`src/verilog/mem_bus_pkg.sv`:
```
package mem_bus_pkg;

  // commands the cache may put on the instruction memory bus
  typedef enum logic [1:0] {
    bus_none = 2'b00,  // idle
    bus_load = 2'b01   // fetch one 8-byte line
  } bus_cmd_t;

  // transaction number handed out by memory on acceptance
  typedef logic [3:0] mem_tag_t;

  // byte address on the bus
  typedef logic [15:0] mem_addr_t;

  // one memory line, two instructions wide
  typedef logic [63:0] mem_data_t;

  // response / return tag of zero means nothing happened
  localparam mem_tag_t TAG_NONE = 4'd0;

  // live transaction numbers run first..last then wrap
  localparam mem_tag_t TAG_FIRST = 4'd1;
  localparam mem_tag_t TAG_LAST  = 4'd15;

endpackage

```
`src/verilog/icache_pkg.sv`:
```
package icache_pkg;

  // byte address without the offset inside a line
  typedef logic [12:0] line_addr_t;

  // one instruction word
  typedef logic [31:0] inst_t;

  localparam int NUM_LINES      = 32;  // default cache size in lines
  localparam int PREFETCH_DEPTH = 8;   // default lines ahead of fetch

  localparam int LINE_OFFSET_W = 3;    // 8 bytes per line

  // strip the byte offset
  function automatic line_addr_t line_of(input mem_bus_pkg::mem_addr_t addr);
    return addr[$bits(mem_bus_pkg::mem_addr_t)-1:LINE_OFFSET_W];
  endfunction

  // first byte of a line
  function automatic mem_bus_pkg::mem_addr_t addr_of_line(input line_addr_t line);
    return {line, {LINE_OFFSET_W{1'b0}}};
  endfunction

  // low word sits at the lower address, bit 2 picks the half
  function automatic inst_t inst_of(input mem_bus_pkg::mem_data_t line,
                                    input mem_bus_pkg::mem_addr_t  addr);
    return addr[2] ? line[63:32] : line[31:0];
  endfunction

endpackage

```
`src/verilog/fetch_stage.sv`:
```
`timescale 1ns/1ps

module fetch_stage #(
  parameter mem_bus_pkg::mem_addr_t RESET_PC = '0
) (
  input  logic                   i_clock,
  input  logic                   i_reset,
  input  logic                   i_redirect,     // strobe, target taken at next edge
  input  mem_bus_pkg::mem_addr_t i_redirect_pc,
  input  logic                   i_stall,
  input  mem_bus_pkg::mem_data_t i_line,         // line from cache for o_fetch_addr
  input  logic                   i_hit,
  output mem_bus_pkg::mem_addr_t o_fetch_addr,
  output icache_pkg::inst_t      o_inst,
  output mem_bus_pkg::mem_addr_t o_inst_pc,
  output logic                   o_inst_valid
);
  import mem_bus_pkg::*;
  import icache_pkg::*;

  localparam mem_addr_t INST_BYTES = 16'd4;

  mem_addr_t pc;

  assign o_fetch_addr = pc;
  assign o_inst       = inst_of(i_line, pc);  // bit 2 picks the half
  assign o_inst_pc    = pc;
  // old path is dropped in the redirect cycle
  assign o_inst_valid = i_hit && !i_stall && !i_redirect;

  // redirect beats advance, miss or stall holds pc
  always_ff @(posedge i_clock) begin
    if (i_reset) begin
      pc <= RESET_PC;
    end else if (i_redirect) begin
      pc <= i_redirect_pc;
    end else if (i_hit && !i_stall) begin
      pc <= pc + INST_BYTES;
    end
  end

  // reset value and every redirect target keep word alignment
  a_pc_aligned : assert property (@(posedge i_clock) disable iff (i_reset)
    pc[1:0] == 2'b00);

endmodule

```
`config.mk`:
```
export PLATFORM = sky130hd
export DESIGN_NAME = fetch_stage
export DESIGN_NICKNAME = d
export VERILOG_FILES = /design/src/verilog/mem_bus_pkg.sv /design/src/verilog/icache_pkg.sv /design/src/verilog/fetch_stage.sv
export SDC_FILE = /design/constraint.sdc
export NUM_CORES = 1
export LEC_CHECK = 0
export BUFFER_PORTS_ARGS = -buffer_cell sky130_fd_sc_hd__buf_2
export CAP_MARGIN = 30
export CORE_ASPECT_RATIO = 0.7
export CORE_MARGIN = 10
export CORE_UTILIZATION = 38
export CTS_CLUSTER_SIZE = 24
export DETAILED_ROUTE_END_ITERATION = 10
export GPL_ROUTABILITY_DRIVEN = 0
export PLACE_DENSITY = 0.85
export SETUP_SLACK_MARGIN = 0.1
export SLEW_MARGIN = 40
export SYNTH_ARGS = -nofsm -noshare
export SYNTH_HDL_FRONTEND = slang
export SYNTH_SLANG_ARGS = --single-unit
```
`constraint.sdc`:
```
create_clock -name i_clock -period 2.2 [get_ports i_clock]
set_input_delay 0.22 -clock i_clock [delete_from_list [all_inputs] [get_ports i_clock]]
set_output_delay 0.22 -clock i_clock [all_outputs]
set_load 0.005 [all_outputs]
```
-- Yosys cells after proc, flatten, opt, wreduce, memory -nomap -nowiden
Cells that the tools add are included.
- bits in registers: 16
- input bits: 85
- output and inout bits: 65
- logic and storage cells: 10
- $add $sub $neg: 1
- muxes and demuxes: 3
- reductions and logical operators: 5
- operators by type and width (cell ; count):
    $mux W16 ; 2
    $mux W32 ; 1
    $add A16 B3 Y16 const B ; 1
    $logic_and A1 B1 Y1 ; 2
    $logic_not A1 Y1 ; 2
    $reduce_bool A2 Y1 ; 1

-- Logic depth before layout (Yosys ltp)
- depth after elaboration: 4
- gate-level depth with buffers: 5
- depth with buffers taken out: 5

-- Worst setup path after synthesis
OpenSTA, ideal clock, no wires.
- kind: register to register
- start: reg pc[3], in the netlist o_fetch_addr[3]
- end: reg pc[6], in the netlist o_fetch_addr[6]
- library setup time: 0.091 ns
- data arrival time: 1.381 ns
- required time: 2.109 ns
- slack: 0.728 ns
- cell stages (with the launch flop): 5
- buffers on the path: 0
- period minus slack after synthesis: 1.472 ns
- cells stage by stage: dfxtp_1 > ha_1 > nand3b_1 > or3_1 > a311oi_1
- word-level cells in the longest chain between the ends: 3
- RTL lines (element ; line ; RTL):
    from (decl) ; fetch_stage.sv:23 ; mem_addr_t pc;
    from (signal assigned) ; fetch_stage.sv:36 ; pc <= i_redirect_pc;
    from (signal assigned) ; fetch_stage.sv:38 ; pc <= pc + INST_BYTES;
    $add A16 B3 Y16 ; fetch_stage.sv:38 ;
    $mux W16 ; fetch_stage.sv:37 ; end else if (i_hit && !i_stall) begin
    $mux W16 ; fetch_stage.sv:35 ; end else if (i_redirect) begin
No other way between the ends. The select of a mux whose other input is x is not followed.
A chain may end at the register's enable or synchronous reset.

-- Worst setup path after layout
- start: reg pc[2], in the netlist o_fetch_addr[2]
- end: out o_inst[29]
- word-level cells in the longest chain between the ends: 1
- RTL lines (element ; line ; RTL):
    $mux W32 ; icache_pkg.sv:27 ; return addr[2] ? line[63:32] : line[31:0];
    to (decl) ; fetch_stage.sv:14 ; output icache_pkg::inst_t o_inst,
No other way between the ends.

==> reports/qor.yml <==
run_status:
  status: "completed"
detailed_routing:
  viasPerCell: 4.88
  ant_nets: 0
  drt-total-wl_um: 5760
  dr.pass1.iters: 4
  num_vias: 1625
  post_drt_wl_per_cell_um: 17.3
  initialDrtViolationCount: 50
  drc_errors: 0
timing:
  fin_crit_ns: 1.64
  finalSetupTns_ns: 0
  max_freq_mhz: 611
  hold_violations: 0
  maxSlewViolCount: 0
  rsz0062_at_grt: "no"
  worstMarginPinSlew_ns: 0.635
  max-slew-margin-rel: 0.576
  fin_crit_sh: 0.744
  clock_skew_ns: 0.00260
  setup_violations: 0
floorplan:
  coreArea_um2: 3560
  rows: 18
  initial_core_util: 0.399
  io_pins: 150
  die_y_um: 71.2
  dieArea_um2: 6630
  die_w_um: 93.1
cells_and_area:
  nets: 370
  final_common_cell: "buf_2"
  fin_area_um2: 2140
  antenna-diode-count: 0
  largest_reg_flops: 16
  layout-drive-gt1-share: 0.696
  syn_to_final_growth_pct: 50.3
  final_cell_mix: "149 x buf_2, 32 x mux2_2, 16 x dfxtp_1"
  nFillCells: 351
yosys:
  synthDistinctLibCells: 32
  yosysWarnings: 0
  yosysSeqAreaShare: 0.225
  yosysTopAreaCell: "mux2_2"
  synthTopCellsByArea: "mux2_2 25%, dfxtp_1 23%, buf_4 8.5%"
  avgSynthCellArea_um2: 9.23
  syn_nets: 240
  ys_seq_elements: 16
  synth_top_area_frac: 0.254
  synthCells: 154
  syn-cell-area_um2: 1420
critical_path:
  cp_data_arrival_time_ns: 1.42
  end_kind: "output pin"
  required_ns: 1.98
  r2r_end: "o_fetch_addr[8]"
  crit_type: "register to output pin"
  reg2reg_depth: 4
  cp-start-kind: "register"
  regToRegStartpoint: "o_fetch_addr[3]"
  r2r_slack_ns: 0.59
  crit_fanout: 25
clock_network:
  post_cts_buffers: 0
  cts_buffer_depth: 2
  root_buffer: "clkbuf_8"
  clock_latency_ns: 0.25
  htreeDepth: 1
  cts.sinks: 16
  cts_tree: "yes"
  cts_buffers: 3
  cts_hold_buf: 0
  cts.repair.resized: 0
  clk_pin_slew_ns: 0.07
worst_hold_path:
  hp-class: "input pin to register"
  whs_path_depth: 3
  min-delay-start: "i_redirect_pc[0]"
  hold_end: "o_fetch_addr[0]"
global_route:
  grt_first_pass_wirelength_um: 8740
  grt_pass1_vias: 1728
  antenna_found_initial: 0
  grtUsageTotal: 0.162
  use_met1: 0.157
  use_met3: 0.103
  grt-busiest-layer: "met2"
  met2_usage: 0.284
  overflow: 0
  grt_start_max_net_pins: 26
power:
  p_int_uw: 665
  power_switching_uw: 276
  switching_share: 0.293
  peakVddDrop_mv: 0.201
  powerDensity_nw_per_um2: 441
  p_leak_uw: 0.00106
  p_comb_frac: 0.360
  p_seq_frac: 0.361
  p_clk_frac: 0.278
placement:
  place.detailed.hpwl_um: 5030
  io_buffer_count: 149
  placed_cell_area_um2: 2080
flow_run:
  drv_cap: 0
## cells in the mapped netlist
| library cell | instances |
|---|---|
| nor2_1 | 11 |
| clkbuf_1 | 5 |
| o21ai_0 | 2 |
| ha_1 | 1 |
| dfxtp_1 | 16 |
| a211oi_1 | 5 |
| nand2b_1 | 1 |
| nand4_4 | 1 |
| mux2i_1 | 3 |
| a211oi_2 | 1 |
| and2_1 | 5 |
| o31ai_1 | 1 |
| and4_2 | 1 |
| o22ai_1 | 5 |
| nor4_2 | 3 |
| a311oi_1 | 2 |
| buf_2 | 5 |
| a31oi_1 | 5 |
| buf_4 | 16 |
| nor3_2 | 2 |
| nand3b_1 | 2 |
| inv_1 | 4 |
| nand2_1 | 2 |
| nor4_4 | 1 |
| mux2_2 | 32 |
| nand3_1 | 3 |
| nand2_2 | 1 |
| nand4_1 | 3 |
| or3_1 | 3 |
| xnor2_1 | 8 |
| xor2_1 | 3 |
| nor3_1 | 1 |
## power groups by stage
| stage | registers, uW | clock network (uW) | logic (uW) |
|---|---|---|---|
| after detailed placement | 346 | 0 | 345 |
| after global placement | 345 | 0 | 338 |
| final | 340 | 262 | 339 |
| after CTS | 340 | 265 | 347 |
| after floorplan | 344 | 0 | 183 |
| after global routing | 344 | 278 | 375 |
## cells by family (layout without fill, tap and decap cells)
kind of cell               after synthesis  count (layout)  share of synthesized area
and+or+nand+nor                         40              40                      0.194
AOI/OAI and AO/OA                       21              21                      0.104
xor gates and xnor gates                11              11                     0.0678
muxes                                   35              35                      0.275
adders and majority gates                1               1                    0.00880
buffers and inverters                   30             159                      0.126
DFF                                     16              16                      0.225
## final cells by class
| type | instances | area (um^2) | share of cell area |
|---|---|---|---|
| tap | 50 | 62.6 | 0.0293 |
| clock buffer | 4 | 55.1 | 0.0258 |
| inverter | 4 | 15.0 | 0.00703 |
| timing repair buffer | 151 | 761 | 0.356 |
| sequential | 16 | 320 | 0.150 |
| multi-input combinational | 108 | 922 | 0.432 |
## critical path, cell delays in order, from the launching register on
cell	delay, ns
dfxtp_1	0.36
buf_4	0.30
mux2_2	0.37
buf_2	0.13
## layer usage
| metal | vias to the layer above | routed length, um |
|---|---|---|
| li1 | 800 | - |
| met3 | 8 | 825 |
| met1 | 716 | 1910 |
| met4 | 0 | 91 |
| met5 | - | 0 |
| met2 | 101 | 2930 |
## worst max-delay path by stage
stage                                from         endpoint  slack [ns]  cells past startpoint
after floorplan           o_fetch_addr[3]  o_fetch_addr[6]        0.73                      4
after global placement    o_fetch_addr[3]  o_fetch_addr[6]        0.70                      4
after detailed placement  o_fetch_addr[3]  o_fetch_addr[8]        0.60                      4
after CTS                 o_fetch_addr[2]        o_inst[2]        0.55                      3
after global routing      o_fetch_addr[3]  o_fetch_addr[6]        0.44                      4
final                     o_fetch_addr[2]       o_inst[29]        0.56                      3
## per-stage QoR
stage / power, uW / setup WS, ns / hold slack (ns) / util / cells
final: 941 / 0.564 / 0.203 / 0.600 / 333
after global routing: 997 / 0.440 / 0.212 / 0.600 / 333
after CTS: 951 / 0.545 / 0.206 / 0.600 / 333
after detailed placement: 691 / 0.595 / 0.468 / 0.585 / 329
after global placement: 682 / 0.695 / 0.450 / 0.585 / 329
after floorplan: 527 / 0.728 / 0.361 / - / 154
Note: power is estimated with default switching activity, not from simulation.
