**src/verilog/mem_bus_pkg.sv**
```systemverilog
package mem_bus_pkg;

  // commands the cache may put on the instruction memory bus
  typedef enum logic [1:0] {
    bus_none = 2'b00,  // idle
    bus_load = 2'b01   // fetch one 8-byte line
  } bus_cmd_t;

  // transaction number handed out by memory on acceptance
  typedef logic [3:0] mem_tag_t;

  // byte address on the bus
  typedef logic [15:0] mem_addr_t;

  // one memory line, two instructions wide
  typedef logic [63:0] mem_data_t;

  // response / return tag of zero means nothing happened
  localparam mem_tag_t TAG_NONE = 4'd0;

  // live transaction numbers run first..last then wrap
  localparam mem_tag_t TAG_FIRST = 4'd1;
  localparam mem_tag_t TAG_LAST  = 4'd15;

endpackage

```
**src/verilog/icache_pkg.sv**
```systemverilog
package icache_pkg;

  // byte address without the offset inside a line
  typedef logic [12:0] line_addr_t;

  // one instruction word
  typedef logic [31:0] inst_t;

  localparam int NUM_LINES      = 32;  // default cache size in lines
  localparam int PREFETCH_DEPTH = 8;   // default lines ahead of fetch

  localparam int LINE_OFFSET_W = 3;    // 8 bytes per line

  // strip the byte offset
  function automatic line_addr_t line_of(input mem_bus_pkg::mem_addr_t addr);
    return addr[$bits(mem_bus_pkg::mem_addr_t)-1:LINE_OFFSET_W];
  endfunction

  // first byte of a line
  function automatic mem_bus_pkg::mem_addr_t addr_of_line(input line_addr_t line);
    return {line, {LINE_OFFSET_W{1'b0}}};
  endfunction

  // low word sits at the lower address, bit 2 picks the half
  function automatic inst_t inst_of(input mem_bus_pkg::mem_data_t line,
                                    input mem_bus_pkg::mem_addr_t  addr);
    return addr[2] ? line[63:32] : line[31:0];
  endfunction

endpackage

```
**src/verilog/icache.sv**
```systemverilog
`timescale 1ns/1ps

module icache #(
  parameter int NUM_LINES      = icache_pkg::NUM_LINES,
  parameter int PREFETCH_DEPTH = icache_pkg::PREFETCH_DEPTH
) (
  input  logic                   i_clock,
  input  logic                   i_reset,
  input  mem_bus_pkg::mem_addr_t i_fetch_addr,    // pc from fetch stage
  output mem_bus_pkg::mem_data_t o_line,          // whole line, fetch picks the word
  output logic                   o_hit,           // valid and tag match
  output mem_bus_pkg::bus_cmd_t  o_mem_cmd,
  output mem_bus_pkg::mem_addr_t o_mem_addr,
  input  mem_bus_pkg::mem_tag_t  i_mem_response,  // 0 when denied
  input  mem_bus_pkg::mem_tag_t  i_mem_tag,       // 0 when nothing returns
  input  mem_bus_pkg::mem_data_t i_mem_data
);
  import mem_bus_pkg::*;
  import icache_pkg::*;

  localparam int LINE_W = $bits(line_addr_t);
  localparam int IDX_W  = $clog2(NUM_LINES);
  localparam int TAG_W  = LINE_W - IDX_W;
  localparam int NUM_TAGS = int'(TAG_LAST);
  // window kept below the cache size so a prefetch never evicts a line still ahead
  localparam int PF_WINDOW = (PREFETCH_DEPTH < NUM_LINES) ? PREFETCH_DEPTH : NUM_LINES - 1;

  typedef logic [IDX_W-1:0] idx_t;
  typedef logic [TAG_W-1:0] ctag_t;

  // per-line state
  logic [NUM_LINES-1:0] line_valid;
  logic [NUM_LINES-1:0] line_req;     // load in flight for this index
  ctag_t                line_tag  [NUM_LINES];
  mem_data_t            line_data [NUM_LINES];

  // outstanding loads, indexed by transaction number
  logic [NUM_TAGS:1] tt_pending;
  idx_t              tt_idx [1:NUM_TAGS];

  line_addr_t pf_ptr;         // line last put on the bus (or scanned)
  logic       retry_pending;  // last cycle's load was denied
  line_addr_t retry_line;     // and this is what it asked for

  line_addr_t fetch_line;
  line_addr_t ptr_dist;
  line_addr_t pf_line;
  line_addr_t req_line;
  idx_t       f_idx;
  idx_t       pf_idx;
  idx_t       req_idx;
  logic       demand_miss;
  logic       pf_present;
  logic       pf_issue;
  logic       accepted;
  logic       fill;

  function automatic idx_t idx_of(input line_addr_t line);
    return line[IDX_W-1:0];
  endfunction

  function automatic ctag_t tag_of(input line_addr_t line);
    return line[LINE_W-1:IDX_W];
  endfunction

  // fetch side lookup, zero latency
  assign fetch_line = line_of(i_fetch_addr);
  assign f_idx      = idx_of(fetch_line);
  assign o_line     = line_data[f_idx];
  assign o_hit      = line_valid[f_idx] && (line_tag[f_idx] == tag_of(fetch_line));

  // a miss waits if its index already has a load out
  assign demand_miss = !o_hit && !line_req[f_idx];

  // next prefetch candidate, restart right after fetch line once out of window
  assign ptr_dist = pf_ptr - fetch_line;  // wraps, so behind fetch reads as far
  assign pf_line  = (ptr_dist < line_addr_t'(PF_WINDOW)) ? pf_ptr + line_addr_t'(1)
                                                          : fetch_line + line_addr_t'(1);
  assign pf_idx     = idx_of(pf_line);
  assign pf_present = line_valid[pf_idx] && (line_tag[pf_idx] == tag_of(pf_line));
  assign pf_issue   = !pf_present && !line_req[pf_idx];

  // bus priority is demand, then retry, then prefetch
  always_comb begin
    o_mem_cmd = bus_load;
    req_line  = fetch_line;
    if (demand_miss) begin
      req_line = fetch_line;
    end else if (retry_pending) begin
      req_line = retry_line;  // same address as the denied one
    end else if (pf_issue) begin
      req_line = pf_line;
    end else begin
      o_mem_cmd = bus_none;
      req_line  = pf_line;    // nothing to load, scan pointer still steps
    end
  end

  assign o_mem_addr = addr_of_line(req_line);
  assign req_idx    = idx_of(req_line);

  assign accepted = (i_mem_response != TAG_NONE);
  assign fill     = (i_mem_tag != TAG_NONE) && tt_pending[i_mem_tag];

  // control state
  always_ff @(posedge i_clock) begin
    if (i_reset) begin
      line_valid    <= '0;
      line_req      <= '0;
      tt_pending    <= '0;
      pf_ptr        <= '0;
      retry_pending <= 1'b0;
    end else begin
      pf_ptr        <= req_line;
      retry_pending <= (o_mem_cmd == bus_load) && !accepted;
      if (fill) begin
        line_valid[tt_idx[i_mem_tag]] <= 1'b1;
        line_req[tt_idx[i_mem_tag]]   <= 1'b0;
        tt_pending[i_mem_tag]         <= 1'b0;
      end
      // accepted index never has a load out, so no clash with the fill above
      if (accepted) begin
        line_valid[req_idx]        <= 1'b0;  // evict old contents
        line_req[req_idx]          <= 1'b1;
        tt_pending[i_mem_response] <= 1'b1;
      end
    end
  end

  // payload
  always_ff @(posedge i_clock) begin
    retry_line <= req_line;
    if (fill) begin
      line_data[tt_idx[i_mem_tag]] <= i_mem_data;
    end
    if (accepted) begin
      line_tag[req_idx]      <= tag_of(req_line);
      tt_idx[i_mem_response] <= req_idx;  // index of the address actually sent
    end
  end

  // memory only returns what it accepted earlier and we still wait for
  a_tag_pending : assert property (@(posedge i_clock) disable iff (i_reset)
    (i_mem_tag != TAG_NONE) |-> tt_pending[i_mem_tag]);

  // memory never hands out a transaction without a load
  a_idle_no_response : assert property (@(posedge i_clock) disable iff (i_reset)
    (o_mem_cmd == bus_none) |-> (i_mem_response == TAG_NONE));

endmodule

```
**config.mk**
```make
export PLATFORM = sky130hd
export DESIGN_NAME = icache
export DESIGN_NICKNAME = d
export VERILOG_FILES = /design/src/verilog/mem_bus_pkg.sv /design/src/verilog/icache_pkg.sv /design/src/verilog/icache.sv
export SDC_FILE = /design/constraint.sdc
export NUM_CORES = 2
export LEC_CHECK = 0
export ABC_CLOCK_PERIOD_IN_PS = 13100
export BUFFER_PORTS_ARGS = -buffer_cell sky130_fd_sc_hd__buf_2
export CAP_MARGIN = 20
export CORE_MARGIN = 8
export CORE_UTILIZATION = 30
export DETAILED_ROUTE_END_ITERATION = 10
export REMOVE_ABC_BUFFERS = 1
export SYNTH_ARGS = -nofsm -noshare
export SYNTH_HDL_FRONTEND = slang
export SYNTH_SLANG_ARGS = --single-unit
export TNS_END_PERCENT = 50
```
**constraint.sdc**
```tcl
create_clock -name i_clock -period 13.1 [get_ports i_clock]
set_input_delay 2.62 -clock i_clock [delete_from_list [all_inputs] [get_ports i_clock]]
set_output_delay 2.62 -clock i_clock [all_outputs]
set_load 0.005 [all_outputs]
```
-- Word level (Yosys, flattened, before mapping)
Memories as Yosys holds them, arrays and structs flattened.
Index checks and enable logic that the tools add are counted.
- add/sub/neg operators: 3
- order comparisons: 11
- equality and inequality tests: 3
- multiplexer cells: 37
- bitwise gates (word level): 9
- reduce and logical (&&, ||, !) cells: 17
- operators with widths (kind ; count):
    $mux 32 ; 6
    $and 32x32->32 ; 2
    $not 32->32 ; 2
    $or 32x32->32 ; 2
    $mux 15 ; 3
    $mux 13 ; 3
    $add 13x1->13 const B ; 2
    $lt 5x6->1 const B ; 4
    $bmux 1 s5 ; 4
    $eq 8x8->1 ; 2
    $mux 1 ; 16
    $and 15x15->15 ; 1
    $not 15->15 ; 1
    $or 15x15->15 ; 1
    $lt 13x4->1 const B ; 1
    $sub 13x13->13 ; 1
    $demux 1 s5 ; 2
    $ge 5x1->1 const B ; 2
    $logic_and 1x1->1 ; 10
    $lt 4x5->1 const B ; 2
    $demux 1 s4 ; 2
    $ge 4x1->1 const B ; 2
    $reduce_bool 4->1 ; 2
    $logic_not 1->1 ; 5
    2 further kinds ; 2
- bits in registers: 106
- bits in writable memories: 2379
- bits of input ports: 90
- logic and storage cells: 89
- memories: 3
- memory list (name ; depth ; width ; rd ports ; clocked after memory_dff ; wr ports ; line ; text):
    line_data ; 32 ; 64 ; 1 ; 0 ; 1 ; icache.sv:35 ; mem_data_t line_data [NUM_LINES];
    line_tag ; 32 ; 8 ; 2 ; 0 ; 1 ; icache.sv:34 ; ctag_t line_tag [NUM_LINES];
    tt_idx ; 15 ; 5 ; 1 ; 0 ; 1 ; icache.sv:39 ; idx_t tt_idx [1:NUM_TAGS];

-- Longest topological paths before layout
- depth in word-level cells: 13
- depth in mapped cells: 34
- mapped depth without buffers: 22

-- Worst setup path after synthesis
Ideal clock, no wire load.
- path kind: input -> output
- start: in i_fetch_addr[7]
- end: out o_mem_cmd[0]
- arrival time: 10536 ps
- data required time: 10480 ps
- path slack: -56 ps
- stages: 31
- path buffers: 14
- path through: clkbuf_1 inv_2 clkbuf_1 clkbuf_1 buf_1 clkbuf_1 ha_1 a21oi_1 o21ai_2 a31oi_2 or4_4 and2_4 buf_6 nor3_1 clkbuf_1 clkbuf_1 o21ai_0 ha_1 clkbuf_1 clkbuf_1 clkbuf_1 buf_1 clkbuf_1 clkbuf_1 mux4_2 a22oi_1 nand3_1 xor2_1 o21ai_0 o22ai_1 a21oi_1
- word-level cells in the longest chain between the ends: 11
- RTL lines (what ; line ; text):
    start, declared ; icache.sv:9 ; input mem_bus_pkg::mem_addr_t i_fetch_addr,
    $sub 13x13->13 ; icache.sv:76 ; assign ptr_dist = pf_ptr - fetch_line;
    $lt 13x4->1 ; icache.sv:77 ; assign pf_line = (ptr_dist < line_addr_t'(PF_WINDOW)) ? pf_ptr + line_addr_t'(1)
    $mux 13 ; icache.sv:77 ;
    $mem_v2 32x8 / $bmux 1 s5 (equally long branches) ; - ;
    $eq 8x8->1 / $mux 1 (equally long branches) ; icache.sv:80 ; assign pf_present = line_valid[pf_idx] && (line_tag[pf_idx] == tag_of(pf_line));
    $logic_and 1x1->1 ; icache.sv:80 ;
    $logic_not 1->1 ; icache.sv:81 ; assign pf_issue = !pf_present && !line_req[pf_idx];
    $logic_and 1x1->1 ; icache.sv:81 ;
    $mux 1 ; icache.sv:91 ; end else if (pf_issue) begin
    $mux 1 ; icache.sv:89 ; end else if (retry_pending) begin
    $mux 1 (*) ; icache.sv:87 ; if (demand_miss) begin
    end, declared ; icache.sv:12 ; output mem_bus_pkg::bus_cmd_t o_mem_cmd,
Mark *: on every way between the ends. The rest lies on a longest branch, timed or not. The select of a mux whose other input is x is not followed.

-- Worst setup path in the final report
Same ends and word-level chain as after synthesis.

==> flow_summary.json <==
{
  "cts_root_buf": "clkbuf_16",
  "final_nets": 5216,
  "num_vias": 51110,
  "drt-total-wl_mm": 275.5,
  "synth_edf_count": 2379,
  "hpwl_mm": 150.9,
  "pre_cts_ws_ns": 1.423,
  "drv_cap": 0,
  "p_int_uw": 13520,
  "syn_area_mm2": 0.09946,
  "rsz0062_at_grt": "false",
  "ir_worst_vdd_mv": 0.09178,
  "numCtsBuffers": 270,
  "finish.utilization_pct": 34.81,
  "drc": 0,
  "ioPinCount": 173,
  "clock-sinks": 2485,
  "postCtsSetupBuffers": 0,
  "reg2reg_depth": 18,
  "slew_viol_final": 0,
  "cts_hold_buf": 0,
  "critPathMaxStageDelay_ns": 0.72,
  "crit_slowest_cell": "and2_0",
  "min_period_ns": 11.74,
  "fp.coreArea_mm2": 0.3303,
  "cp.required_ns": 10.48,
  "status": "complete, no violations",
  "synthArstFlopShare_pct": 0,
  "endpoint": "o_mem_cmd[0]",
  "cp.depth": 23,
  "path_cells": "buf_4 -> inv_8 -> ha_1 -> or4bb_1 -> a31oi_1 -> mux2i_1 -> a31oi_1 -> nand3_1 -> nor3_2 -> o21ai_0 -> ha_4 -> nor2b_1 -> o2111ai_1 -> and2_0 -> buf_4 -> buf_4 -> a211oi_1 -> a31oi_1 -> xnor2_1 -> o2111ai_1 -> a2111oi_2 -> a21oi_1 -> buf_2",
  "portBuffers": 165,
  "start_util_pct": 30.12,
  "syn_area_per_cell_um2": 20.81,
  "crit_type": "in2out",
  "grt_pass1_vias": 52060,
  "ys.flop_type": "edfxtp_1",
  "fp.dieW_um": 591.8,
  "seq_power_share_pct": 50.8,
  "clkLatencyLatePin_ns": 0.85,
  "synth-seq-cells": 2485,
  "holdCritPathClass": "reg2reg",
  "area_growth_pct": 15.60,
  "drive_gt1_share_pct": 30.05,
  "wl_per_cell_um": 28.42,
  "die-height_um": 591.8,
  "synth_cell_types": 84,
  "gp_congestion": 0.8706,
  "p_leak_uw": 0.03602,
  "dr.pass1.iters": 9,
  "dieArea_mm2": 0.3502,
  "gr-usage-all-layers_pct": 15.32,
  "swShare_pct": 21.69,
  "row_count": 211,
  "layout_setup_ws_ns": 1.359,
  "post_drt_via_cell_ratio": 5.273,
  "ctsResizeCount": 0,
  "p_clk_share_pct": 43.1,
  "cp.buffers_inverters": 5,
  "grt_max_degree": 130,
  "p_per_area_mw_per_mm2": 150.2,
  "grt-ovfl-total": 0,
  "cts_tree": "yes",
  "switchingPower_uw": 3745,
  "crit_fanout": 25,
  "relSlewSlack_pct": 24.42,
  "setup_violations": 0,
  "finalPower_uw": 17260,
  "crit_family": "simple AND/OR/NAND/NOR gates",
  "cts_buffer_depth": 4,
  "cp-start-kind": "input pin",
  "antenna_found_initial": 54,
  "rr_endpoint": "line_tag[16][1]",
  "clk_pin_slew_ns": 0.06,
  "hold_ws_ns": 0.4772,
  "yosysWarnings": 0,
  "timing.critical_path.from": "i_fetch_addr[7]",
  "rrSetupSlack_ns": 6.21,
  "critPathCaptureType": "output pin",
  "p_comb_share_pct": 6.0,
  "finalHoldViolCount": 0,
  "finalCritPeriodShare_pct": 89.62,
  "yosysSeqAreaShare_pct": 73.96,
  "drtIter0Drc": 6132,
  "clock.fmax_mhz": 85.17,
  "filler_cell_count": 30460,
  "reg2reg_from": "pf_ptr[4]",
  "ant_nets": 0,
  "cp.arrival_ns": 9.12,
  "synthCells": 4780,
  "cts-htree-levels": 5,
  "finalClockSkew_ns": 0.06413,
  "tightest_slew_ns": 1.134,
  "grt_pass1_wl_mm": 390.7
}
cell type report:
cell class                 instances  area, µm²  share of cell area, %
timing repair buffer             334       2222                  1.933
clock inverter                   139       1365                  1.187
tap                             4366       5463                  4.751
multi-input combinational       1963      24870                  21.63
clock buffer                     333       7223                  6.282
inverter                          60      240.2                 0.2089
antenna                           13      32.53                0.02829
sequential                      2485      73560                  63.98
layer usage:
layer	wire (µm)	up-vias	track usage [%]
met4	8591	10	4.535
li1	-	20670	-
met2	134800	2429	25.65
met1	111100	27450	20.49
met3	20860	554	2.667
met5	68	-	0
synth_stat cells, types with 7 or more instances:
cell | instances | area [µm²]
a2111oi_0 | 9 | 78.83
a211oi_1 | 33 | 247.7
a21boi_0 | 7 | 52.55
a21oi_1 | 81 | 405.4
a311oi_1 | 10 | 87.58
a31oi_1 | 11 | 68.82
and3_1 | 17 | 106.4
buf_1 | 50 | 187.7
buf_2 | 28 | 140.1
buf_4 | 7 | 52.55
clkbuf_1 | 186 | 698.2
dfxtp_1 | 106 | 2122
edfxtp_1 | 2379 | 71440
ha_1 | 12 | 150.1
inv_1 | 56 | 210.2
mux2_2 | 18 | 202.7
mux2i_1 | 71 | 710.7
mux4_2 | 786 | 17700
nand2_1 | 308 | 1156
nand2b_1 | 8 | 50.05
nand3_1 | 47 | 235.2
nand4_1 | 16 | 100.1
nor2_1 | 160 | 600.6
nor2b_1 | 47 | 294.0
nor3_1 | 55 | 275.3
o21ai_0 | 48 | 240.2
o21ba_2 | 17 | 170.2
o221ai_1 | 15 | 131.4
o22ai_1 | 17 | 106.4
o31ai_1 | 11 | 82.58
or3_1 | 16 | 100.1
xnor2_1 | 20 | 175.2
xor2_1 | 11 | 96.34
through the flow:
| stage | cell area, µm² | setup TNS (ns) | std cells |
|---|---|---|---|
| floorplan | 98350 | -688.77 | 4508 |
| global route | 114900 | 0 | 9682 |
| finish | 115000 | 0 | 9693 |
| global placement | 106400 | 0 | 9208 |
| detailed placement | 106400 | 0 | 9208 |
| CTS | 114900 | 0 | 9680 |
power groups by stage:
stage	Combinational [µW]	Sequential [µW]	Clock, µW
CTS	1050	8780	7570
finish	1040	8780	7450
detailed placement	1050	8940	0
floorplan	529	8940	0
global placement	1040	8940	0
global route	1110	8780	7870
worst min-delay path: cells and delay by family, from the launching register on:
kind / cells / cell delay (ns)
flip-flops: 1 / 0.30
AO/OA/AOI/OAI: 2 / 0.12
state kept, by name (all words and copies together), names as in the netlist:
name / flops
line_data: 2048
line_req: 32
line_tag: 256
line_valid: 32
pf_ptr: 13
retry_line: 13
retry_pending: 1
tt_idx: 75
tt_pending: 15
worst min-delay path by stage:
stage                   start              to  cells past startpoint  slack, ns
2_1_floorplan   tt_pending[3]   tt_pending[3]                      2       0.44
3_3_place_gp    tt_pending[4]   tt_pending[4]                      2       0.45
3_5_place_dp   tt_pending[12]  tt_pending[12]                      2       0.47
4_1_cts        tt_pending[12]  tt_pending[12]                      2       0.48
5_1_grt         tt_pending[6]   tt_pending[6]                      2       0.50
6_report       tt_pending[15]  tt_pending[15]                      2       0.48
cell usage in the layout (no fill, tap or decap), types with 56 or more instances in the layout:
| cell | count |
|---|---|
| edfxtp_1 | 2379 |
| mux4_2 | 786 |
| nand2_1 | 308 |
| clkbuf_16 | 278 |
| buf_4 | 164 |
| buf_2 | 159 |
| nor2_1 | 132 |
| dfxtp_1 | 106 |
| a21oi_1 | 74 |
| mux2i_1 | 71 |
| inv_1 | 56 |
kinds of logic (layout without fill, tap and decap cells):
logic type | Yosys count | after routing | share of synthesized area [%]
AO/OA/AOI/OAI | 331 | 331 | 2.323
XOR/XNOR | 31 | 31 | 0.2730
adder cells (fa/ha/maj) | 12 | 12 | 0.1510
buffers and inverters | 335 | 866 | 1.356
flip-flops | 2485 | 2485 | 73.96
multiplexers | 875 | 875 | 18.72
other | 1 | 17 | 0.003770
AND/OR/NAND/NOR | 710 | 710 | 3.218
Power figures use the tool's default switching activity.
